===== src/rtl/vga_macros.svh =====
/* VGA constants for the framebuffer subsystem.
   Fixed 640x480 raster timing, line geometry and APB register offsets. */
`ifndef VGA_MACROS_SVH
`define VGA_MACROS_SVH

// Horizontal timing in pixel clocks.
`define VGA_H_PULSE         96
`define VGA_H_BACK          48
`define VGA_H_ACTIVE        640
`define VGA_H_PERIOD        800

// Vertical timing in lines.
`define VGA_V_PULSE         2
`define VGA_V_BACK          29
`define VGA_V_ACTIVE        480
`define VGA_V_PERIOD        521

// One line of 8-bit pixels packed four to a word.
`define VGA_WORDS_PER_LINE  160

// Register offsets on the APB port.
`define VGA_REG_CTRL        32'h0000_0000
`define VGA_REG_BASE        32'h0000_0004
`define VGA_REG_STATUS      32'h0000_0008

`endif


===== src/rtl/vga_pkg.sv =====
/* VGA framebuffer types.
   Word, pixel and raster coordinate widths, plus the line fetch states. */
package vga_pkg;

	// SRAM data, SRAM address and APB data.
	typedef logic [31:0] word_t;

	// One 8-bit pixel colour.
	typedef logic [7:0] pixel_t;

	// Raster counters and active coordinates, up to 2047.
	typedef logic [10:0] coord_t;

	// Line fetch progress within one raster line.
	typedef enum logic [1:0] {
		IDLE,  // No fetch this line.
		FETCH, // Streaming words from SRAM.
		DONE   // Line complete, waiting for line start.
	} fetch_state_t;

endpackage


===== src/rtl/vga_pixel_out.sv =====
/* VGA pixel output stage.
   Picks the pixel byte, blanks it and registers rgb with both syncs. */
`timescale 1ns/1ps
`include "vga_macros.svh"

module vga_pixel_out (
	input  logic            clk,
	input  logic            rst,
	input  logic            active,
	input  logic            frame_enable,
	input  vga_pkg::coord_t pix_x,
	input  vga_pkg::word_t  disp_word,
	input  vga_pkg::coord_t h_cnt,
	input  vga_pkg::coord_t v_cnt,
	output vga_pkg::pixel_t rgb,
	output logic            hs,
	output logic            vs
);
	import vga_pkg::*;

	localparam coord_t H_PULSE = coord_t'(`VGA_H_PULSE);
	localparam coord_t V_PULSE = coord_t'(`VGA_V_PULSE);

	pixel_t pix_byte;

	// Leftmost pixel sits in the top byte.
	always_comb begin
		case (pix_x[1:0])
			2'd0:    pix_byte = disp_word[31:24];
			2'd1:    pix_byte = disp_word[23:16];
			2'd2:    pix_byte = disp_word[15:8];
			default: pix_byte = disp_word[7:0];
		endcase
	end

	// Same register stage for colour and syncs keeps them aligned.
	always_ff @(posedge clk) begin
		if (rst) begin
			rgb <= '0;
			hs <= 1'b0;
			vs <= 1'b0;
		end else begin
			rgb <= (active && frame_enable) ? pix_byte : '0; // Blanking.
			hs <= (h_cnt >= H_PULSE); // Active low pulse.
			vs <= (v_cnt >= V_PULSE);
		end
	end

endmodule


===== config.mk =====
export PLATFORM = sky130hd
export DESIGN_NAME = vga_pixel_out
export DESIGN_NICKNAME = d
export VERILOG_FILES = /design/src/rtl/vga_pkg.sv /design/src/rtl/vga_pixel_out.sv
export VERILOG_INCLUDE_DIRS = /design/src /design/src/rtl
export SDC_FILE = /design/constraint.sdc
export NUM_CORES = 1
export LEC_CHECK = 0
export ABC_AREA = 1
export BUFFER_PORTS_ARGS = -buffer_cell sky130_fd_sc_hd__buf_2
export CORE_MARGIN = 5
export CORE_UTILIZATION = 31
export DETAILED_ROUTE_END_ITERATION = 10
export PLACE_DENSITY = 0.74
export SYNTH_ARGS = -nofsm -noshare
export SYNTH_HDL_FRONTEND = slang
export SYNTH_SLANG_ARGS = --single-unit

===== constraint.sdc =====
create_clock -name clk -period 1 [get_ports clk]
set_clock_uncertainty 0.1 [all_clocks]
set_input_delay 0.05 -clock clk [delete_from_list [all_inputs] [get_ports clk]]
set_output_delay 0.05 -clock clk [all_outputs]
set_load 0.005 [all_outputs]

======== After elaboration in Yosys (flattened, before gate mapping) ========
Index checks and enable logic that the tools add are counted.
storage, ports and cells
  register bits ........................... 10
  bits of input ports ..................... 69
  output and inout port bits .............. 10
  word-level logic and storage cells ...... 12
cells by class
  order comparisons ....................... 2
  equal/unequal tests ..................... 2
  mux-type cells .......................... 1
  bitwise gates (word level) .............. 1
  reduce and logical (&&, ||, !) cells .... 3
operators by type and width
  kind                                                                                   count
  8-bit one-hot mux with 3 select lines                                                  1
  11-bit by 2-bit greater-or-equal comparator with 1-bit output (second input constant)  1
  11-bit by 7-bit greater-or-equal comparator with 1-bit output (second input constant)  1
  2-bit by 1-bit equality test with 1-bit output (second input constant)                 1
  2-bit equality test (second input constant)                                            1
  2-bit logical NOT                                                                      1
  2-bit OR reduction                                                                     1
  1-bit logical AND                                                                      1
  1-bit inverter                                                                         1

======== Logic depth before layout (Yosys ltp) ========
  word-level depth ........................ 3
  depth in mapped cells ................... 6
  depth with buffers taken out ............ 5

======== Worst setup path after synthesis ========
Ideal clock, no wire load.
  kind .................................... in2reg
  start point ............................. input port pix_x[0]
  end point ............................... register rgb[6]
  library setup time ...................... 0.109 ns
  arrival ................................. 0.573 ns
  data required time ...................... 0.791 ns
  setup slack ............................. 0.219 ns
  stages .................................. 6
  buffers on the path ..................... 2
  cell sequence ........................... buf_6 -> buf_6 -> o21ai_1 -> nand3_1 -> nand2_1 -> inv_1
on the way
  word-level cells in the longest chain between the ends .. 2
  elaborated cells on any way between the ends .. 4
  classes of those cells .................. 2 x eq/ne; 1 x mux; 1 x reduce/logical
ends and longest elaborated chain
  item                                         RTL line             text
  from (decl)                                  vga_pixel_out.sv:11  input vga_pkg::coord_t pix_x,
  2-bit equality test (tied with other cells)  vga_pixel_out.sv:28  case (pix_x[1:0])
  8-bit one-hot mux with 3 select lines (*)    vga_pixel_out.sv:28
  to (signal assigned)                         vga_pixel_out.sv:43  rgb <= (active && frame_enable) ? pix_byte : '0;
  to (decl)                                    vga_pixel_out.sv:15  output vga_pkg::pixel_t rgb,
Mark *: on every way between the ends. The rest lies on a longest branch, timed or not.
A chain may end at the register's enable or synchronous reset.

======== Worst setup path after layout ========
  start point ............................. input port disp_word[9]
  end point ............................... register rgb[1]
on the way
  word-level cells in the longest chain between the ends .. 1
ends and longest elaborated chain
  item                                   RTL line             text
  from (decl)                            vga_pixel_out.sv:12  input vga_pkg::word_t disp_word,
  8-bit one-hot mux with 3 select lines  vga_pixel_out.sv:28
No other way between the ends.

==> impl_metrics.tcl <==
set metrics [dict create \
    status "finished with violations" \
    violations "negative hold slack" \
    synthesis.nets 167 \
    avgSynthCellArea_sq_um 6.50 \
    cp.arrival_ns 1.02 \
    finalCriticalPeriod_ns 0.966 \
    vias 935 \
    syn2layout_area_growth_pct 93.5 \
    setup-violations-final 0 \
    fillers 180 \
    total_power_uw 999 \
    synth-seq-cells 10 \
    die_area_sq_mm 0.00306 \
    fp.dieW_um 55.3 \
    ys_seq_area_share_pct 31.4 \
    io_pins 79 \
    leakagePower_nw 0.690 \
    drv_slew 0 \
    dpl.hpwl_um 1620 \
    cts.sinks 10 \
    p_int_uw 743 \
    fin_util_pct 62.8 \
    hold_viol 1 \
    critPathKind "primary input to flop" \
    avgViaCountPerCell 4.41 \
    fin_crit_sh_pct 96.6 \
    worstPathRequired_ns 1.05 \
    seqPwrFrac_pct 41.6 \
    root_buffer "clkbuf_4" \
    insertedDiodeCount 0 \
    grt_pass1_wl_um 3860 \
    track_usage_pct 15.4 \
    synthCells 98 \
    layout-drive-gt1-share_pct 43.8 \
    clk_pin_slew_ns 0.06 \
    ys_async_sr_fraction_pct 0 \
    ys_types 12 \
    initial_core_util_pct 32.5 \
    antenna_found_initial 0 \
    grt_max_degree 12 \
    overflow 0 \
    critPathLaunchType "primary input" \
    dr.pass1.iters 4 \
    yosys.area.top_type "dfxtp_1" \
    netlist_area_sq_um 637 \
    die_h_um 55.3 \
    synth_warnings 0 \
    drcViolationCount 0 \
    gp_congestion 0.779 \
    cap_violations 0 \
    final_net_count 256 \
    worstHoldPathCells 5 \
    finalInstanceArea_sq_mm 0.00123 \
    p_sw_uw 256 \
    swShare_pct 25.6 \
    yosys-top-cells-count "25 x nor2_1, 19 x nand2_1, 12 x nand3_1" \
    cts_buffers 3 \
    ant_nets 0 \
    placed_cell_area_sq_um 980 \
    hold_path.class "primary input to flop" \
    row_count 16 \
    synthMostInstantiatedCell "nor2_1" \
    synth_area_leaders "dfxtp_1 31%, nor2_1 15%, nand2_1 11%, nand3_2 11%, nand3_1 9.4%" \
    yosys.area.top_type_share_pct 31.4 \
    holdWs_ns -0.00673 \
    max_slew_margin_pct 78.8 \
    worst_setup_path_end_kind "flop" \
    hp-start "v_cnt[5]" \
    wl_per_cell_um 10.9 \
    coreArea_sq_mm 0.00196 \
    fmax_ghz 1.04 \
    worstMarginPinSlew_ns 0.317 \
    first_global_vias 959 \
    holdPathEnd "vs" \
    drt_iter0_drc 25 \
    ir_drop_uv 421 \
    p_per_area_mw_per_mm2 811 \
    h-tree-depth 1 \
    io_buffers 63 \
    power.share.clock_pct 25.3 \
    pwr-share-comb_pct 33.0 \
    path_max_fanout 1 \
    drt_wl_total_um 2310 \
    cts_buffer_depth 2 \
    synth_ff_type "dfxtp_1" \
    cts_tree "done" \
    synth_edf_count 0 \
]
[timing repair]
item | CTS | global route
endpoints found under the setup margin | 0 | 3
endpoints found under the hold margin | 10 | 1
hold buffers | 22 | 1
resized for setup | 0 | 3
setup buffers | 0 | 0
[worst max-delay path, cell delays in order]
cell and delay [ns]:
dlygate4sd3_1 0.55, buf_2 0.13, o21ai_1 0.10, nand3_1 0.09, nand2_1 0.07, inv_1 0.03
[power groups by stage]
stage               Combinational (mW)  Sequential (mW)  Clock [mW]
floorplan                        0.115            0.428           0
global placement                 0.247            0.424           0
detailed placement               0.254            0.425           0
CTS                              0.320            0.416       0.272
global route                     0.368            0.417       0.291
finish                           0.330            0.416       0.253
[layer usage]
| layer | track usage, % | vias up | share of wire (%) |
|---|---|---|---|
| met5 | 0 | - | 0 |
| met4 | 8.33 | 0 | 0.87 |
| met3 | 5.59 | 2 | 15 |
| met2 | 26.4 | 59 | 47 |
| met1 | 16.2 | 390 | 37 |
| li1 | - | 484 | - |
[cells in the final DEF (no fill, tap or decap), drive strengths merged]
master / n
buf: 65
clkbuf: 3
nand3: 19
o21ai: 8
nand2: 20
nor2: 26
clkinv: 1
inv: 11
dlygate4sd3: 22
dfxtp: 10
[registers in the layout, indices dropped and copies added, names as in the netlist]
name  cells
hs        1
rgb       8
vs        1
[area by class of cell]
| class | instances | area [sq um] | share of cell area, % |
|---|---|---|---|
| Timing Repair Buffer | 87 | 563 | 45.7 |
| Multi-Input combinational cell | 73 | 363 | 29.4 |
| Sequential cell | 10 | 200 | 16.2 |
| Inverter | 12 | 50.0 | 4.06 |
| Tap cell | 27 | 33.8 | 2.74 |
| Clock buffer | 3 | 22.5 | 1.83 |
[through the flow]
stage | worst slack (ns) | std cells | TNS, ns
CTS | 0.0541 | 212 | 0
floorplan | 0.219 | 98 | 0
finish | 0.0341 | 212 | 0
detailed placement | 0.0210 | 187 | 0
global placement | 0.0597 | 187 | 0
global route | -0.00468 | 212 | -0.00468
[logic make-up (layout without fill, tap and decap cells)]
family	Yosys count	after routing	synth area share (%)
buf+inv	15	102	13.2
simple gates	65	65	49.1
flops	10	10	31.4
compound gates	8	8	6.29
[worst max path at each step]
stage,endpoint,depth (start not counted),slack (ns),startpoint
5_1_grt,rgb[2],6,-0.005,disp_word[10]
3_3_place_gp,rgb[2],6,0.06,pix_x[0]
4_1_cts,vs,6,0.05,v_cnt[6]
6_report,rgb[1],6,0.03,disp_word[9]
3_5_place_dp,rgb[6],6,0.02,pix_x[0]
2_1_floorplan,rgb[6],6,0.22,pix_x[0]
Power figures use the tool's default switching activity.
