===== src/rtl/vga_macros.svh =====
/* VGA constants for the framebuffer subsystem.
   Fixed 640x480 raster timing, line geometry and APB register offsets. */
`ifndef VGA_MACROS_SVH
`define VGA_MACROS_SVH

// Horizontal timing in pixel clocks.
`define VGA_H_PULSE         96
`define VGA_H_BACK          48
`define VGA_H_ACTIVE        640
`define VGA_H_PERIOD        800

// Vertical timing in lines.
`define VGA_V_PULSE         2
`define VGA_V_BACK          29
`define VGA_V_ACTIVE        480
`define VGA_V_PERIOD        521

// One line of 8-bit pixels packed four to a word.
`define VGA_WORDS_PER_LINE  160

// Register offsets on the APB port.
`define VGA_REG_CTRL        32'h0000_0000
`define VGA_REG_BASE        32'h0000_0004
`define VGA_REG_STATUS      32'h0000_0008

`endif


===== src/rtl/vga_pkg.sv =====
/* VGA framebuffer types.
   Word, pixel and raster coordinate widths, plus the line fetch states. */
package vga_pkg;

	// SRAM data, SRAM address and APB data.
	typedef logic [31:0] word_t;

	// One 8-bit pixel colour.
	typedef logic [7:0] pixel_t;

	// Raster counters and active coordinates, up to 2047.
	typedef logic [10:0] coord_t;

	// Line fetch progress within one raster line.
	typedef enum logic [1:0] {
		IDLE,  // No fetch this line.
		FETCH, // Streaming words from SRAM.
		DONE   // Line complete, waiting for line start.
	} fetch_state_t;

endpackage


===== src/rtl/vga_apb_regs.sv =====
/* VGA register block on APB.
   Control, framebuffer base and read-only status with a sticky underrun flag. */
`timescale 1ns/1ps
`include "vga_macros.svh"

module vga_apb_regs (
	input  logic           clk,
	input  logic           rst,
	input  logic           psel,
	input  logic           penable,
	input  logic           pwrite,
	input  vga_pkg::word_t paddr,
	input  vga_pkg::word_t pwdata,
	output vga_pkg::word_t prdata,
	output logic           pready,
	output logic           pslverr,
	input  logic           vblank,
	input  logic           underrun_set,
	output logic           ctrl_enable,
	output vga_pkg::word_t fb_base
);
	import vga_pkg::*;

	logic access;
	logic mapped;
	logic underrun_clear;
	logic underrun;

	assign access = psel && penable; // Access phase.
	assign mapped = (paddr == `VGA_REG_CTRL) || (paddr == `VGA_REG_BASE) ||
			(paddr == `VGA_REG_STATUS);
	assign pready = 1'b1; // Zero wait states.
	assign pslverr = access && !mapped;
	assign underrun_clear = access && pwrite && (paddr == `VGA_REG_CTRL);

	always_ff @(posedge clk) begin
		if (rst) begin
			ctrl_enable <= 1'b0;
			fb_base <= '0;
		end else if (access && pwrite) begin
			if (paddr == `VGA_REG_CTRL)
				ctrl_enable <= pwdata[0];
			else if (paddr == `VGA_REG_BASE)
				fb_base <= pwdata;
		end
	end

	// A new underrun wins over a clear in the same cycle.
	always_ff @(posedge clk) begin
		if (rst)
			underrun <= 1'b0;
		else if (underrun_set)
			underrun <= 1'b1;
		else if (underrun_clear)
			underrun <= 1'b0;
	end

	always_comb begin
		case (paddr)
			`VGA_REG_CTRL:   prdata = {31'b0, ctrl_enable};
			`VGA_REG_BASE:   prdata = fb_base;
			`VGA_REG_STATUS: prdata = {30'b0, underrun, vblank};
			default:         prdata = '0; // Unmapped, flagged by pslverr.
		endcase
	end

	// Setup phase is followed by the access phase with the same address.
	a_apb_setup_access: assert property (@(posedge clk) disable iff (rst)
		psel && !penable |=> psel && penable && $stable(paddr));

endmodule


===== config.mk =====
export PLATFORM = sky130hd
export DESIGN_NAME = vga_apb_regs
export DESIGN_NICKNAME = d
export VERILOG_FILES = /design/src/rtl/vga_pkg.sv /design/src/rtl/vga_apb_regs.sv
export VERILOG_INCLUDE_DIRS = /design/src /design/src/rtl
export SDC_FILE = /design/constraint.sdc
export NUM_CORES = 1
export LEC_CHECK = 0
export BUFFER_PORTS_ARGS = -buffer_cell sky130_fd_sc_hd__buf_2
export CORE_MARGIN = 5
export CORE_UTILIZATION = 45
export CTS_BUF_LIST = sky130_fd_sc_hd__clkbuf_8
export DETAILED_ROUTE_END_ITERATION = 8
export PLACE_DENSITY_LB_ADDON = 0.15
export SYNTH_ARGS = -nofsm -noshare
export SYNTH_HDL_FRONTEND = slang
export SYNTH_SLANG_ARGS = --single-unit

===== constraint.sdc =====
create_clock -name clk -period 3.3 [get_ports clk]
set_clock_uncertainty 0.2 [all_clocks]
set_input_delay 0.33 -clock clk [delete_from_list [all_inputs] [get_ports clk]]
set_output_delay 0.33 -clock clk [all_outputs]
set_load 0.005 [all_outputs]

# Yosys cells after proc, flatten, opt, wreduce, memory -nomap -nowiden
# Cells that the tools add are included.
dict set report totals {
  regBits 34
  latchBits 0
  mem_count 0
  wordCells 20
  mem_bits_rw 0
  romBits 0
}
dict set report classes {
  addsub 0
  n_lt_le_gt_ge 0
  n_mux 3
  bitwise 1
  n_shift 0
  n_mul 0
  reduce_logical 11
  eq_ne 2
  n_div 0
}
# operator n
set op_table {}
lappend op_table {{$pmux 32 s3} 1}
lappend op_table {{$eq 32x3->1 const B} 1}
lappend op_table {{$eq 32x4->1 const B} 1}
lappend op_table {{$logic_not 32->1} 1}
lappend op_table {{$logic_and 1x1->1} 4}
lappend op_table {{$reduce_and 3->1} 1}
lappend op_table {{$logic_or 1x1->1} 2}
lappend op_table {{$mux 1} 2}
lappend op_table {{$reduce_and 2->1} 1}
lappend op_table {{$reduce_bool 2->1} 1}
lappend op_table {{$logic_not 1->1} 1}
lappend op_table {{$not 1->1} 1}

# Longest topological paths before layout
dict set report logic_depth {
  depth_word 5
  ltp_mapped 5
  mapped_depth_nobuf 4
}

# Worst setup path after synthesis
# Ideal clock, no wire load.
dict set report synth_timing {
  path_type {input port to output port}
  start {in paddr[18]}
  end {out prdata[10]}
  setup_slack_ps 1258
  path_stages 5
  t_arrival_ps 1512
  path_cell_list {nor4_2 nand4_2 nor3_2 clkbuf_1 and2_1}
}
dict set report synth_via {
  elab_chain_cells 2
}
# element line_no
set synth_rtl {}
lappend synth_rtl {{start: declaration} vga_apb_regs.sv:12} ;# input vga_pkg::word_t paddr,
lappend synth_rtl {{$eq 32x4->1 (tied with other cells)} vga_apb_regs.sv:59} ;# case (paddr)
lappend synth_rtl {{$pmux 32 s3 (*)} vga_apb_regs.sv:59}
lappend synth_rtl {{end: declaration} vga_apb_regs.sv:14} ;# output vga_pkg::word_t prdata,
# Mark *: on every way between the ends. The rest lies on a longest branch, timed or not.

# Worst setup path in the final report
dict set report layout_timing {
  start {in paddr[25]}
  end {out prdata[19]}
}
# The elaborated chain is that of the path after synthesis.

==> metrics.txt <==
worst ir drop on vdd 0.192 mV; Hold Crit Class input pin to flop; most common cell in the synthesized netlist nand2b_1; setup violators final 0; drt initial violations 43; total wire length 5290 um; Synth async-reset ratio 0; Cell Rows 23; fmax 0.449 GHz; Primary FF master, synth dfxtp_1; I/O pin total 138; worst slew pin tran 0.767 ns; P_leak 1.33 nW; Total GRT Usage 0.175; post-synth cell types 24; root buffer cell clkbuf_8; Worst Setup End Kind output pin; reg-to-reg critical path endpoint ctrl_enable; Final Hold Viols 0; Mean Syn Cell Area 9.47 um^2; DRC violations left 0; cell area after layout 2710 um^2; hold path cells 3; critical path fanouts, max 17; post_cts resized 0; Synth top area share 0.354; antenna violations before repair 0; EDFF count, synth 0; max_cap viols 0; status finished, final reports clean; ranking of synthesized cells by area dfxtp_1 (35%), nand2b_1 (21%), mux2i_1 (17%); diode count 0; Setup Fix Bufs, Post-CTS 0; CTS sink cnt 34; register area share after synthesis 0.354; Port-buffer cells 136; flop2flop setup slack 2.44 ns; DP Wirelength 4150 um; latest clock arrival within the worst-skew pair 0.28 ns; critical path arrival 1.70 ns; CTS buffer count 5; share of cells above drive strength 1 0.472; WL/cell 13.7 um; CP max stage delay 0.29 ns; vias in the first global route 1689; Synth warnings 0; Die Span Y 75.4 um; path depth of the worst reg2reg path 2; Post-synth top cells nand2b_1 (65), dfxtp_1 (34), mux2i_1 (33); synthesized instance count 203; Avg Vias per Cell 4.79; CORE AREA 4060 um^2; CTS tree yes; GRT overflow 0; period utilization 0.676; TNS Setup 0 ns; Max clock buf depth 2; GPL Wtd Cong 0.747; global-route wire length before repair 7650 um; area added between synthesis and finish 40.9%; syn_nets 274; CP required 2.77 ns; Initial Util 0.474; power per cell area 299 nW/um^2; hold buffer count at cts 0; cell taking the most area after synthesis dfxtp_1; RSZ-0062 raised after global routing false; post-synthesis cell area 1920 um^2; DIE WIDTH 75.4 um; Critical-path top delay cell nor4_2; fin nets 407; worst setup margin 1.07 ns; RR Startpoint ctrl_enable; Hold Path End underrun; #FFs+latches synth 34; Slew headroom 0.488; Detailed Routing Iterations Pass 1 4; Max Slew Vio Count 0; Die Area 5680 um^2; Period minus WS final 2.23 ns; most frequent CP cell buf_2; largest net degree at the start of global routing 67; ANT nets after route 0; H-tree lvl count 2; HP Start underrun_set; cell-by-cell trace of the critical path buf_2, nor4_2, nand4_2, nor3_2, buf_4, and2_1, buf_2; clock slew at reported path FFs 0.06 ns; Worst Setup Path Type input pin to output pin; DR vias 1855; DP Area 2620 um^2; Worst Setup Start Kind input pin; pre-CTS setup slack 1.05 ns
registers in the layout (all words and copies together), names as in the netlist:
name / flops
fb_base: 32
ctrl_enable: 1
underrun: 1
power by group:
group | switching (mW) | leakage, nW | internal, mW
clock | 0.148 | 0.0524 | 0.165
combinational | 0.0343 | 0.999 | 0.0501
sequential | 0.000537 | 0.274 | 0.411
total | 0.183 | 1.33 | 0.626
worst max-delay path, delay by kind of cell:
family / cells / cell delay (ns)
and+or+nand+nor: 4 / 0.93
buffers and inverters: 3 / 0.43
layout make-up:
| cell class | count | area (um^2) |
|---|---|---|
| tap | 50 | 62.6 |
| clock buffer | 6 | 82.6 |
| sequential | 34 | 681 |
| timing repair buffer | 140 | 711 |
| clock inverter | 2 | 8.76 |
| multi-input combinational | 153 | 1160 |
| inverter | 2 | 7.51 |
| fill | 362 | 1350 |
routing by layer:
| layer | global-route usage | share of wire | vias to the layer above |
|---|---|---|---|
| met3 | 0.0712 | 0.12 | 6 |
| met5 | 0 | 0 | - |
| li1 | - | - | 929 |
| met2 | 0.314 | 0.49 | 87 |
| met4 | 0.0505 | 0.0093 | 0 |
| met1 | 0.188 | 0.38 | 833 |
through the flow:
| stage | utilization | power, mW | hold slack (ns) | cells |
|---|---|---|---|---|
| final | 0.668 | 0.809 | 0.0838 | 387 |
| after global routing | 0.668 | 0.850 | 0.0895 | 387 |
| after CTS | 0.668 | 0.820 | 0.0741 | 387 |
| after detailed placement | 0.645 | 0.506 | 0.272 | 379 |
| after global placement | 0.645 | 0.503 | 0.268 | 379 |
| after floorplan | - | 0.457 | 0.243 | 203 |
worst max-delay path by stage:
stage,slack [ns],startpoint,cells past startpoint,end
2_1_floorplan,1.26,paddr[18],5,prdata[10]
3_3_place_gp,1.11,paddr[25],7,prdata[21]
3_5_place_dp,1.05,paddr[17],7,prdata[19]
4_1_cts,1.04,paddr[17],7,prdata[19]
5_1_grt,0.91,paddr[25],7,prdata[19]
6_report,1.07,paddr[25],7,prdata[19]
cell families after synthesis:
| kind of cell | count (synthesis) | synth area share |
|---|---|---|
| and+or+nand+nor | 114 | 0.405 |
| muxes | 34 | 0.178 |
| DFF | 34 | 0.354 |
| buffers and inverters | 16 | 0.0449 |
| AOI/OAI and AO/OA | 4 | 0.0169 |
| other | 1 | 0.00195 |
placed cells by master (no fill, tap or decap):
cell type	instances
o41ai_1	1
nand2b_1	65
conb_1	1
buf_4	4
mux2i_1	33
a22o_1	1
clkbuf_8	6
inv_1	3
nand3_1	1
nor4_2	7
nand4_1	1
nand4_2	2
a32o_1	1
dfxtp_1	34
mux2_2	1
nor4_1	1
nor4_4	1
a21oi_1	1
clkinv_2	1
and2_1	30
nand2_1	1
nor3_2	1
nor3_1	3
buf_2	136
nor2_1	1
No activity file was read; power rests on OpenSTA's default activity.
