==> src/rtl/vga_macros.svh <==
/* VGA constants for the framebuffer subsystem.
   Fixed 640x480 raster timing, line geometry and APB register offsets. */
`ifndef VGA_MACROS_SVH
`define VGA_MACROS_SVH

// Horizontal timing in pixel clocks.
`define VGA_H_PULSE         96
`define VGA_H_BACK          48
`define VGA_H_ACTIVE        640
`define VGA_H_PERIOD        800

// Vertical timing in lines.
`define VGA_V_PULSE         2
`define VGA_V_BACK          29
`define VGA_V_ACTIVE        480
`define VGA_V_PERIOD        521

// One line of 8-bit pixels packed four to a word.
`define VGA_WORDS_PER_LINE  160

// Register offsets on the APB port.
`define VGA_REG_CTRL        32'h0000_0000
`define VGA_REG_BASE        32'h0000_0004
`define VGA_REG_STATUS      32'h0000_0008

`endif

==> src/rtl/vga_pkg.sv <==
/* VGA framebuffer types.
   Word, pixel and raster coordinate widths, plus the line fetch states. */
package vga_pkg;

	// SRAM data, SRAM address and APB data.
	typedef logic [31:0] word_t;

	// One 8-bit pixel colour.
	typedef logic [7:0] pixel_t;

	// Raster counters and active coordinates, up to 2047.
	typedef logic [10:0] coord_t;

	// Line fetch progress within one raster line.
	typedef enum logic [1:0] {
		IDLE,  // No fetch this line.
		FETCH, // Streaming words from SRAM.
		DONE   // Line complete, waiting for line start.
	} fetch_state_t;

endpackage

==> src/rtl/vga_timing.sv <==
/* VGA raster timing generator.
   Counts pixels and lines, marks the active window and flags line and frame starts. */
`timescale 1ns/1ps
`include "vga_macros.svh"

module vga_timing (
	input  logic            clk,
	input  logic            rst,
	output vga_pkg::coord_t h_cnt,
	output vga_pkg::coord_t v_cnt,
	output vga_pkg::coord_t pix_x,
	output vga_pkg::coord_t pix_y,
	output logic            active,
	output logic            line_start,
	output logic            frame_start,
	output logic            vblank
);
	import vga_pkg::*;

	localparam coord_t H_START = coord_t'(`VGA_H_PULSE + `VGA_H_BACK);
	localparam coord_t H_END   = coord_t'(`VGA_H_PULSE + `VGA_H_BACK + `VGA_H_ACTIVE);
	localparam coord_t V_START = coord_t'(`VGA_V_PULSE + `VGA_V_BACK);
	localparam coord_t V_END   = coord_t'(`VGA_V_PULSE + `VGA_V_BACK + `VGA_V_ACTIVE);
	localparam coord_t H_LAST  = coord_t'(`VGA_H_PERIOD - 1);
	localparam coord_t V_LAST  = coord_t'(`VGA_V_PERIOD - 1);

	logic h_act;
	logic v_act;

	// Last clock of a line and of a frame.
	assign line_start = (h_cnt == H_LAST);
	assign frame_start = line_start && (v_cnt == V_LAST);

	always_ff @(posedge clk) begin
		if (rst) begin
			h_cnt <= '0;
			v_cnt <= '0;
		end else if (line_start) begin
			h_cnt <= '0;
			if (frame_start)
				v_cnt <= '0;
			else
				v_cnt <= v_cnt + coord_t'(1);
		end else begin
			h_cnt <= h_cnt + coord_t'(1);
		end
	end

	// Active window after sync pulse and back porch.
	assign h_act = (h_cnt >= H_START) && (h_cnt < H_END);
	assign v_act = (v_cnt >= V_START) && (v_cnt < V_END);
	assign active = h_act && v_act;
	assign vblank = !v_act;

	// Zero outside the window, which keeps the line buffer index in range.
	assign pix_x = active ? (h_cnt - H_START) : '0;
	assign pix_y = active ? (v_cnt - V_START) : '0;

endmodule

==> config.mk <==
export PLATFORM = sky130hd
export DESIGN_NAME = vga_timing
export DESIGN_NICKNAME = d
export VERILOG_FILES = /design/src/rtl/vga_pkg.sv /design/src/rtl/vga_timing.sv
export VERILOG_INCLUDE_DIRS = /design/src /design/src/rtl
export SDC_FILE = /design/constraint.sdc
export NUM_CORES = 1
export LEC_CHECK = 0
export ABC_CLOCK_PERIOD_IN_PS = 3800
export BUFFER_PORTS_ARGS = -buffer_cell sky130_fd_sc_hd__clkbuf_2
export CORE_AREA = 2 2 61 121
export DETAILED_ROUTE_END_ITERATION = 12
export DIE_AREA = 0 0 63 123
export GPL_TIMING_DRIVEN = 0
export PLACE_DENSITY = 0.56
export SYNTH_ARGS = -nofsm -noshare
export SYNTH_HDL_FRONTEND = slang
export SYNTH_SLANG_ARGS = --single-unit
==> constraint.sdc <==
create_clock -name clk -period 3.8 [get_ports clk]
set_input_delay 0.95 -clock clk [delete_from_list [all_inputs] [get_ports clk]]
set_output_delay 0.95 -clock clk [all_outputs]
set_load 0.02 [all_outputs]
# Word-level counts from Yosys, hierarchy flattened

Cells that the tools add are included.
W data, S select, Z words.

ROM bits: 0
Memories: 0
Register bits after elaboration: 22
Word-level logic and storage cells: 21
Input bits: 2
RAM bits: 0
Latch bits: 0

Order comparisons: 4
Reductions and logical operators: 6
Mux-type cells: 3
Equality and inequality tests: 2
Divide/modulo/power cells: 0
$mul: 0
Bitwise logic cells: 0
Add/sub/neg operators: 4
Shift operators: 0

Operator list:

| operator                | number |
|---|---|
| $mux W11                | 3 |
| $add A11 B1 Y11 const B | 2 |
| $eq A11 B10 Y1 const B  | 2 |
| $ge A11 B5 Y1 const B   | 1 |
| $ge A11 B8 Y1 const B   | 1 |
| $lt A11 B10 Y1 const B  | 1 |
| $lt A11 B9 Y1 const B   | 1 |
| $sub A11 B5 Y11 const B | 1 |
| $sub A11 B8 Y11 const B | 1 |
| $logic_and A1 B1 Y1     | 4 |
| $reduce_or A2 Y1        | 1 |
| $logic_not A1 Y1        | 1 |

# Longest topological paths before layout

Gate-level depths: netlist of the first run.

Word-level depth: 4
Mapped depth: 7

# Least setup slack after synthesis of the first run

Ideal clock, no wire load.

Kind: reg-to-output
Start point: register v_cnt[0]
End point: output pix_x[7]
Setup slack: 0.632 ns
Data arrival time: 2.218 ns
Buffers on the path: 1
Stages on the path, launching flop included: 7
Cell sequence: dfxtp_1 -> ha_1 -> and4_1 -> buf_2 -> nor2b_1 -> a2111o_1 -> nor4b_2

Cells in the longest elaborated chain, start to end: 4
Elaborated cells between the ends (all ways): 5
Classes of those cells: order compare (2); mux (1); reduce/logical (2)

Ends and longest elaborated chain:

| item                                                  | line             | text |
|---|---|---|
| start, declared                                       | vga_timing.sv:10 | `output vga_pkg::coord_t v_cnt,` |
| start signal, assigned                                | vga_timing.sv:43 | `v_cnt <= v_cnt + coord_t'(1);` |
| $ge A11 B5 Y1 / $lt A11 B9 Y1 (equally long branches) | vga_timing.sv:51 | `assign v_act = (v_cnt >= V_START) && (v_cnt < V_END);` |
| $logic_and A1 B1 Y1 (*)                               | vga_timing.sv:51 |  |
| $logic_and A1 B1 Y1 (*)                               | vga_timing.sv:52 | `assign active = h_act && v_act;` |
| $mux W11 (*)                                          | vga_timing.sv:56 | `assign pix_x = active ? (h_cnt - H_START) : '0;` |
| end, declared                                         | vga_timing.sv:11 | `output vga_pkg::coord_t pix_x,` |

Every way passes the cells marked *; elsewhere a longest branch is shown, timed or not.

# Worst setup path in the final report of the first run

Start point: register v_cnt[0]
End point: output pix_y[9]

Cells in the longest elaborated chain, start to end: 4
Elaborated cells between the ends (all ways): 6
Classes of those cells: add/sub (1); order compare (2); mux (1); reduce/logical (2)

Ends and longest elaborated chain:

| item                                                  | line             | text |
|---|---|---|
| $ge A11 B5 Y1 / $lt A11 B9 Y1 (equally long branches) | vga_timing.sv:51 |  |
| $logic_and A1 B1 Y1                                   | vga_timing.sv:51 |  |
| $logic_and A1 B1 Y1                                   | vga_timing.sv:52 |  |
| $mux W11 (*)                                          | vga_timing.sv:57 | `assign pix_y = active ? (v_cnt - V_START) : '0;` |
| end, declared                                         | vga_timing.sv:12 | `output vga_pkg::coord_t pix_y,` |

Marks and branches as above.

==> impl_metrics.py, run 1 <==
metrics = {
    "setup_path": {
        "criticalPathCategory": "register to output pin",
        "crit_fanout": 10,
        "crit_arrival_ps": 2630,
        "crit_path_end_kind": "output pin",
        "critPathRequiredTime_ps": 2850,
        "r2r-start": "h_cnt[0]$_SDFF_PP0_",
        "cp-start-kind": "register",
        "crit_start": "v_cnt[0]$_SDFFE_PP0P_",
    },
    "synth": {
        "synthTopCellsByArea": "dfxtp_1 26%, nor3_2 11%, xnor2_1 8.9%",
        "synth_edf_count": 0,
        "yosysMostFrequentCell": "nor2_1",
        "synth_top_area_cell": "dfxtp_1",
        "yosys_register_bits": 22,
        "synth_top_area_share_pct": 26.45,
        "synthFlopType": "dfxtp_1",
        "synthDistinctLibCells": 38,
        "ys.warnings.count": 0,
        "synth_common_cells": "25 x nor2_1, 22 x dfxtp_1, 19 x nor3_2",
        "async_flop_share_pct": 0,
        "syn_area_sq_um": 1665,
        "syn_nets": 219,
        "ys_seq_area_share_pct": 26.45,
        "avgSynthCellArea_sq_um": 7.893,
        "synth_cells": 211,
    },
    "grt": {
        "grt_antenna_before_repair": 0,
        "grt_pass1_vias": 1561,
        "grt_pass1_wl_mm": 7.389,
        "grt_max_degree": 14,
        "grt_overflow": 0,
        "grt_usage_pct": 11.67,
    },
    "die": {
        "die_h_um": 123,
        "die_area_sq_um": 7749,
        "start_util_pct": 24.37,
        "core_area_sq_um": 6833,
        "fp-row-count": 43,
        "pin_count": 50,
        "dieWidth_um": 63,
    },
    "layout": {
        "nNetsFinal": 273,
        "antenna_cells": 0,
        "area_growth_pct": 27.80,
        "drive_gt1_share_pct": 31.06,
        "stdcell_area_sq_um": 2128,
        "fin_util_pct": 31.15,
        "num-fill-cells": 749,
    },
    "routing": {
        "dr.pass1.iters": 4,
        "wl_per_cell_um": 12.53,
        "drt_iter0_drc": 75,
        "route.detailed.drc": 0,
        "antenna_left": 0,
        "drt-total-wl_mm": 4.434,
        "via_per_inst": 4.831,
        "num_vias": 1710,
    },
    "clock_tree": {
        "cts_tree": "yes",
        "clock_latency_ps": 250,
        "postCtsResizedCells": 0,
        "clockBufferDepth": 2,
        "ctsHoldBuffers": 0,
        "numCtsBuffers": 3,
        "clk_pin_slew_ps": 60,
        "htreeDepth": 1,
        "cts_root_buf": "clkbuf_16",
        "cts_setup_buffers": 0,
        "clock_sinks": 22,
    },
    "run_status": {
        "status": "complete, no violations",
    },
    "sta": {
        "final.setup_skew_ps": 6.504,
        "setup_slack_ps": 218.5,
        "final_hold_viol_count": 0,
        "slew_viol_final": 0,
        "setup_viol": 0,
        "tns_ps": 0,
        "period_share_pct": 94.25,
        "slew_headroom_pct": 61.66,
        "fin_crit_ps": 3581,
        "rsz0062_at_grt": "false",
        "fmax_mhz": 279.2,
        "worstMarginPinSlew_ps": 570.3,
    },
    "power": {
        "vdd_drop_max_uv": 191.7,
        "p_per_area_nw_per_um2": 259.2,
        "leakagePower_nw": 0.7966,
    },
    "hold_path": {
        "min_from": "h_cnt[0]$_SDFF_PP0_",
        "hold_path.class": "register to register",
    },
    "placement": {
        "gp_congestion": 0.7964,
        "pre_cts_slack_ps": 486.9,
        "dpl_cell_area_sq_um": 2023,
        "hpwl_mm": 3.466,
        "port_buffers": 49,
    },
    "run": {
        "drv_cap": 0,
    },
}
-- where the power goes --
group	internal [W]	leakage, nW	switching (W)
registers	0.000233	0.178	0.00000425
clock network	0.000209	0.0511	0.0000855
logic	0.00000650	0.568	0.0000130
-- per-layer routing --
| metal | global-route usage, % | wire length, um | share of wire [%] |
|---|---|---|---|
| met5 | 0 | 0 | 0 |
| met4 | 4.167 | 51 | 1.2 |
| met3 | 2.002 | 299 | 6.7 |
| met2 | 19.61 | 2103 | 47 |
| met1 | 14.92 | 1980 | 45 |
-- stage by stage --
stage	hold slack (ps)	instances	power (W)
floorplan	540.0	211	0.0002549
global placement	484.7	350	0.0002621
detailed placement	507.4	350	0.0002625
CTS	521.4	354	0.0005587
global route	537.5	354	0.0005736
finish	509.2	354	0.0005516
-- worst max-delay path: stages, from the launching register on --
cell and delay, ps:
dfxtp_1 480, ha_1 290, and4_1 200, buf_2 170, nor2b_1 70, a2111o_1 560
buf_6 220, nor3_2 190, clkbuf_2 190
-- registers in the layout (all words and copies together), names as in the netlist --
signal and cells:
v_cnt 11, h_cnt 11
-- cells in the final DEF, fill, tap and decap left out, drive strengths merged, types with 2 or more instances in the layout --
| master | instances |
|---|---|
| nor2b | 5 |
| o31ai | 3 |
| a31oi | 3 |
| nand4 | 6 |
| nand3 | 6 |
| or4b | 3 |
| and4 | 2 |
| clkbuf | 60 |
| nand2 | 12 |
| ha | 6 |
| and3 | 4 |
| inv | 12 |
| nor2 | 25 |
| a21oi | 10 |
| xnor2 | 17 |
| o21ai | 8 |
| o2bb2ai | 2 |
| nand2b | 3 |
| nor3 | 26 |
| buf | 9 |
| or4 | 2 |
| nor4 | 4 |
| dfxtp | 22 |
| xor2 | 3 |
-- cell type report --
cell class / count / area (sq um) / area share (%)
multi-input cells: 160 / 1094 / 51.38
flip-flops and latches: 22 / 440.4 / 20.69
repair buffers: 49 / 245.2 / 11.52
well taps: 90 / 112.6 / 5.291
plain buffers: 17 / 86.33 / 4.056
clock buffers: 3 / 75.07 / 3.527
inverters: 12 / 45.04 / 2.116
clock inverters: 1 / 30.03 / 1.411
-- kinds of logic after synthesis --
logic type | synth area share [%]
AOI/OAI and AO/OA | 11.50
DFF | 26.45
adders and majority gates | 4.508
xor gates and xnor gates | 10.52
buffers and inverters | 7.888
and+or+nand+nor | 39.14
-- worst paths after layout --
path | endpoint | slack (ps) | cells after the start
setup / recovery | pix_y[9] | 220 | 8
hold / removal | h_cnt[0]$_SDFF_PP0_ | 510 | 1
setup reg to reg | v_cnt[4]$_SDFFE_PP0P_ | 1710 | 6
hold reg to reg | h_cnt[0]$_SDFF_PP0_ | 510 | 1
Note: power is estimated with default switching activity, not from simulation.
==> run 2, diff against run 1 <==
--- a/config.mk
+++ b/config.mk
@@ -13,6 +13,7 @@
 export DIE_AREA = 0 0 63 123
 export GPL_TIMING_DRIVEN = 0
 export PLACE_DENSITY = 0.56
+export SETUP_SLACK_MARGIN = 0.3
 export SYNTH_ARGS = -nofsm -noshare
 export SYNTH_HDL_FRONTEND = slang
 export SYNTH_SLANG_ARGS = --single-unit
==> impl_metrics.py, run 2 (same netlist as run 1, synthesis figures left out) <==
metrics = {
    "run_status": {
        "status": "complete, no violations",
    },
    "sta": {
        "final.setup_skew_ps": 6.352,
        "fmax_mhz": 295.2,
        "final_hold_viol_count": 0,
        "period_share_pct": 89.13,
        "worstMarginPinSlew_ps": 569.5,
        "fin_crit_ps": 3387,
        "setup_viol": 0,
        "tns_ps": 0,
        "slew_viol_final": 0,
        "slew_headroom_pct": 61.71,
        "rsz0062_at_grt": "true",
    },
    "routing": {
        "dr.pass1.iters": 4,
        "num_vias": 1708,
        "drt_iter0_drc": 91,
        "route.detailed.drc": 0,
        "wl_per_cell_um": 12.47,
        "drt-total-wl_mm": 4.426,
        "via_per_inst": 4.811,
        "antenna_left": 0,
    },
    "layout": {
        "final_common_cell": "clkbuf_2",
        "multi_input_area_sq_um": 1096,
        "fin_util_pct": 31.39,
        "drive_gt1_share_pct": 32.83,
        "mostFrequentLayoutCells": "44 x clkbuf_2, 25 x nor2_1, 19 x nor3_2, 19 x dfxtp_1, 17 x xnor2_1",
        "num-fill-cells": 747,
        "register_area_sq_um": 446.7,
        "reg_top3": "h_cnt: 11 flops, v_cnt: 11 flops",
        "nNetsFinal": 274,
        "area_growth_pct": 28.78,
        "antenna_cells": 0,
    },
    "clock_tree": {
        "cts_tree": "yes",
        "htreeDepth": 1,
        "clock_latency_ps": 260,
        "clk_pin_slew_ps": 60,
        "numCtsBuffers": 3,
        "cts_root_buf": "clkbuf_16",
        "clock_sinks": 22,
        "clockBufferDepth": 2,
    },
    "die": {
        "start_util_pct": 24.37,
        "dieWidth_um": 63,
        "die_h_um": 123,
        "fp-row-count": 43,
        "pin_count": 50,
        "core_area_sq_um": 6833,
        "die_area_sq_um": 7749,
    },
    "grt": {
        "grt_pass1_wl_mm": 7.383,
        "grt_max_degree": 14,
        "grt_overflow": 0,
        "grt_antenna_before_repair": 0,
        "grt_pass1_vias": 1559,
        "grt_usage_pct": 11.67,
    },
    "setup_path": {
        "crit_path_end_kind": "output pin",
        "critPathRequiredTime_ps": 2850,
        "crit_arrival_ps": 2440,
        "cp-start-kind": "register",
        "crit_fanout": 7,
        "criticalPathCategory": "register to output pin",
    },
    "power": {
        "p_per_area_nw_per_um2": 257.0,
        "p_clk_share_pct": 53.5,
        "power.switching_w": 0.0001030,
        "seq_power_share_pct": 43.0,
        "combPwrFrac_pct": 3.5,
        "internal-power_w": 0.0004482,
        "vdd_drop_max_uv": 191.7,
        "leakagePower_nw": 0.8042,
        "sw_frac_of_total_pct": 18.69,
    },
    "placement": {
        "gp_congestion": 0.7964,
        "port_buffers": 49,
        "hpwl_mm": 3.466,
    },
    "run": {
        "drv_cap": 0,
    },
    "hold_path": {
        "hold_path.class": "register to register",
    },
}
## run 2: layout make-up
cell class	count	share of cell area (%)
multi-input combinational	160	51.11
sequential	22	20.83
buffer	17	4.026
clock buffer	3	3.501
tap	90	5.251
inverter	12	2.100
timing repair buffer	50	11.79
clock inverter	1	1.400
## run 2: path summary, 6_finish.rpt
kind | start | endpoint | slack [ps] | cells past startpoint
min | v_cnt[1]$_SDFFE_PP0P_ | v_cnt[1]$_SDFFE_PP0P_ | 500 | 2
min reg2reg | v_cnt[1]$_SDFFE_PP0P_ | v_cnt[1]$_SDFFE_PP0P_ | 500 | 2
max reg2reg | h_cnt[0]$_SDFF_PP0_ | v_cnt[4]$_SDFFE_PP0P_ | 1710 | 6
max | v_cnt[0]$_SDFFE_PP0P_ | pix_x[10] | 410 | 8
## run 2: critical path: stages (launching register included)
cell and delay (ps):
dfxtp_4 390, ha_2 230, and4_1 190, buf_2 170, nor2b_1 70, a2111o_1 550, buf_4 190, nor3_1 190
clkbuf_2 200
## run 2: layer usage
metal / GRT usage [%] / up-vias / part of all wire, %
met2: 19.61 / 52 / 48
met3: 2.002 / 4 / 5.2
li1: - / 848 / -
met1: 14.92 / 804 / 47
met5: 0 / - / 0
met4: 4.167 / 0 / 0.75
## run 2: through the flow
stage,hold slack (ps),instance area [sq um],total power [W],cells,setup slack (ps)
detailed placement,507.4,2023,0.0002625,350,486.9
global placement,484.7,2023,0.0002621,350,523.8
global route,512.5,2145,0.0005729,355,292.4
CTS,521.4,2130,0.0005586,354,328.2
finish,499.1,2145,0.0005513,355,413.0
floorplan,540.0,1665,0.0002549,211,631.5
## run 2: power groups by stage
stage | logic, W | clock network (W) | registers, W
after CTS | 0.0000197 | 0.000301 | 0.000238
after floorplan | 0.00000983 | 0 | 0.000245
after detailed placement | 0.0000197 | 0 | 0.000243
after global placement | 0.0000194 | 0 | 0.000243
after global routing | 0.0000226 | 0.000313 | 0.000237
final | 0.0000194 | 0.000295 | 0.000237
## run 2: timing repair
action	4_1_cts	5_1_grt
pin swaps	1	1
setup endpoints to repair	19	20
gates resized for setup	1	9
setup buffers	0	1
hold buffers	0	0
==> run 3, diff against run 2 <==
--- a/config.mk
+++ b/config.mk
@@ -6,13 +6,14 @@
 export SDC_FILE = /design/constraint.sdc
 export NUM_CORES = 1
 export LEC_CHECK = 0
+export ABC_AREA = 1
 export ABC_CLOCK_PERIOD_IN_PS = 3800
 export BUFFER_PORTS_ARGS = -buffer_cell sky130_fd_sc_hd__clkbuf_2
-export CORE_AREA = 2 2 61 121
+export CORE_AREA = 2 2 62 122
 export DETAILED_ROUTE_END_ITERATION = 12
-export DIE_AREA = 0 0 63 123
+export DIE_AREA = 0 0 64 124
 export GPL_TIMING_DRIVEN = 0
-export PLACE_DENSITY = 0.56
+export PLACE_DENSITY = 0.55
 export SETUP_SLACK_MARGIN = 0.3
 export SYNTH_ARGS = -nofsm -noshare
 export SYNTH_HDL_FRONTEND = slang
==> impl_metrics.py, run 3 <==
metrics = {
    "setup_path": {
        "cp-start-kind": "register",
        "crit_start": "h_cnt[4]$_SDFF_PP0_",
        "path_depth": 11,
        "r2r-start": "h_cnt[4]$_SDFF_PP0_",
        "critPathRequiredTime_ps": 2850,
        "path_buf_inv": 3,
        "cpPeakStageDelay_ps": 490,
        "r2r_setup_slack_ps": 2040,
        "worst-r2r-cell-count": 7,
        "crit_end": "pix_y[5]",
        "cp_top_family": "simple AND/OR/NAND/NOR gates",
        "regToRegEndpoint": "v_cnt[4]$_SDFFE_PP0P_",
        "slowest_stage": "dfxtp_1",
        "crit_arrival_ps": 2110,
        "criticalPathCategory": "register to output pin",
        "cp_cell_sequence": "ha_1 > inv_1 > nor2_4 > nand2_1 > nor2_1 > nor2_1 > nor2_2 > nand2_4 > buf_8 > nor2_2 > clkbuf_2",
        "crit_path_end_kind": "output pin",
        "crit_fanout": 10,
    },
    "sta": {
        "slew_headroom_pct": 75.70,
        "setup_slack_ps": 743.1,
        "setup_viol": 0,
        "worstMarginPinSlew_ps": 361.7,
        "rsz0062_at_grt": "false",
        "fin_crit_ps": 3057,
        "period_share_pct": 80.45,
        "hold_slack_ps": 491.0,
        "slew_viol_final": 0,
        "final_hold_viol_count": 0,
        "final.setup_skew_ps": 6.922,
        "fmax_mhz": 327.1,
        "tns_ps": 0,
    },
    "synth": {
        "synth_top_area_cell": "dfxtp_1",
        "synth_cells": 250,
        "synthDistinctLibCells": 28,
        "synth_mux_area_share_pct": 0,
        "synthFlopType": "dfxtp_1",
        "syn_nets": 258,
        "synth_common_cells": "55 x nand2_1, 38 x inv_1, 30 x nor2_1",
        "synth_compound_area_share_pct": 5.621,
        "ys.warnings.count": 0,
        "synthTopCellsByArea": "dfxtp_1 26%, nand2_1 12%, inv_1 8.4%",
        "synth_adder_area_share_pct": 4.438,
        "synth_top_family_by_area": "simple AND/OR/NAND/NOR gates",
        "synth_edf_count": 0,
        "synth-simple-area-share_pct": 44.45,
        "yosysMostFrequentCell": "nand2_1",
        "avgSynthCellArea_sq_um": 6.766,
        "synth-xor-area-share_pct": 7.249,
        "syn_area_sq_um": 1692,
        "async_flop_share_pct": 0,
        "synth_top_area_share_pct": 26.04,
        "yosys_register_bits": 22,
        "ys_seq_area_share_pct": 26.04,
    },
    "grt": {
        "grt_pass1_wl_mm": 7.776,
        "use_met3_pct": 1.174,
        "busiest_layer": "met2",
        "grt_overflow": 0,
        "grtUsageMet1_pct": 13.06,
        "grt.met2_usage_pct": 24.74,
        "grt_antenna_before_repair": 0,
        "grt_usage_pct": 12.57,
        "grt_max_degree": 14,
        "grt_pass1_vias": 1636,
    },
    "clock_tree": {
        "clock_sinks": 22,
        "cts_tree": "yes",
        "clock_latency_ps": 260,
        "numCtsBuffers": 3,
        "cts_setup_buffers": 0,
        "htreeDepth": 1,
        "clockBufferDepth": 2,
        "ctsHoldBuffers": 0,
        "clk_pin_slew_ps": 70,
        "cts_root_buf": "clkbuf_16",
        "postCtsResizedCells": 0,
    },
    "power": {
        "leakagePower_nw": 1.013,
        "total_power_w": 0.0005551,
        "p_per_area_nw_per_um2": 257.6,
        "vdd_drop_max_uv": 129.8,
    },
    "placement": {
        "hpwl_mm": 3.823,
        "gp_congestion": 0.8867,
        "pre_cts_slack_ps": 1018,
        "port_buffers": 49,
    },
    "layout": {
        "antenna_cells": 0,
        "reg_top3": "h_cnt: 11 flops, v_cnt: 11 flops",
        "drive_gt1_share_pct": 31.02,
        "fin_util_pct": 31.04,
        "area_growth_pct": 27.37,
        "num-fill-cells": 773,
        "multi_input_area_sq_um": 1045,
        "final_common_cell": "nand2_1",
        "register_area_sq_um": 440.4,
        "nNetsFinal": 312,
        "mostFrequentLayoutCells": "55 x nand2_1, 50 x clkbuf_2, 38 x inv_1",
    },
    "die": {
        "start_util_pct": 24.37,
        "pin_count": 50,
        "core_area_sq_um": 6940,
        "die_h_um": 124,
        "dieWidth_um": 64,
        "die_area_sq_um": 7936,
        "fp-row-count": 43,
    },
    "hold_path": {
        "hold_path.class": "register to register",
        "whs_path_depth": 1,
    },
    "routing": {
        "route.detailed.drc": 0,
        "dr.pass1.iters": 4,
        "via_per_inst": 4.285,
        "drt-total-wl_mm": 4.627,
        "antenna_left": 0,
        "num_vias": 1684,
        "drt_iter0_drc": 98,
        "wl_per_cell_um": 11.77,
    },
    "run_status": {
        "status": "complete, no violations",
    },
    "run": {
        "drv_cap": 0,
    },
}
[run 3: cell families after synthesis]
| logic type | after synthesis |
|---|---|
| AO/OA/AOI/OAI | 19 |
| XOR/XNOR | 14 |
| adder cells (fa/ha/maj) | 6 |
| buffers and inverters | 44 |
| flip-flops | 22 |
| AND/OR/NAND/NOR | 145 |
[run 3: how the worst min path moves through the flow]
stage	startpoint	endpoint	slack [ps]
final	h_cnt[0]$_SDFF_PP0_	h_cnt[0]$_SDFF_PP0_	490
after global routing	h_cnt[0]$_SDFF_PP0_	h_cnt[0]$_SDFF_PP0_	530
after CTS	h_cnt[0]$_SDFF_PP0_	h_cnt[0]$_SDFF_PP0_	500
after detailed placement	h_cnt[0]$_SDFF_PP0_	h_cnt[0]$_SDFF_PP0_	480
after global placement	h_cnt[0]$_SDFF_PP0_	h_cnt[0]$_SDFF_PP0_	470
after floorplan	h_cnt[0]$_SDFF_PP0_	h_cnt[0]$_SDFF_PP0_	530
[run 3: routing by layer]
layer	routed length, um	up-vias	share of wire [%]
met5	0	-	0
met4	99	0	2.1
met3	182	8	3.9
met2	2644	48	57
met1	1700	753	37
li1	-	875	-
[run 3: worst register-to-register path, cell delays in order (launching register included)]
cell and delay (ps):
dfxtp_1 490, ha_1 230, inv_1 70, nor2_4 110
nand4_2 240, nor2_1 210, nand2_1 150, o21ai_0 180
[run 3: through the flow]
| step | cells | area, sq um |
|---|---|---|
| after floorplan | 250 | 1692 |
| after global placement | 389 | 2049 |
| after detailed placement | 389 | 2049 |
| after CTS | 393 | 2155 |
| after global routing | 393 | 2155 |
| final | 393 | 2155 |
[run 3: layout make-up]
| cell class | instances | share of cell area [%] |
|---|---|---|
| plain buffers | 6 | 2.962 |
| multi-input cells | 184 | 48.49 |
| repair buffers | 49 | 11.38 |
| flip-flops and latches | 22 | 20.44 |
| inverters | 38 | 6.620 |
| clock inverters | 1 | 1.394 |
| well taps | 90 | 5.226 |
| clock buffers | 3 | 3.484 |
[run 3: where the power goes]
part | total, W | switching, W | internal [W]
Combinational | 0.0000189 | 0.0000134 | 0.00000542
Sequential | 0.000237 | 0.00000339 | 0.000233
Clock | 0.000300 | 0.0000903 | 0.000209
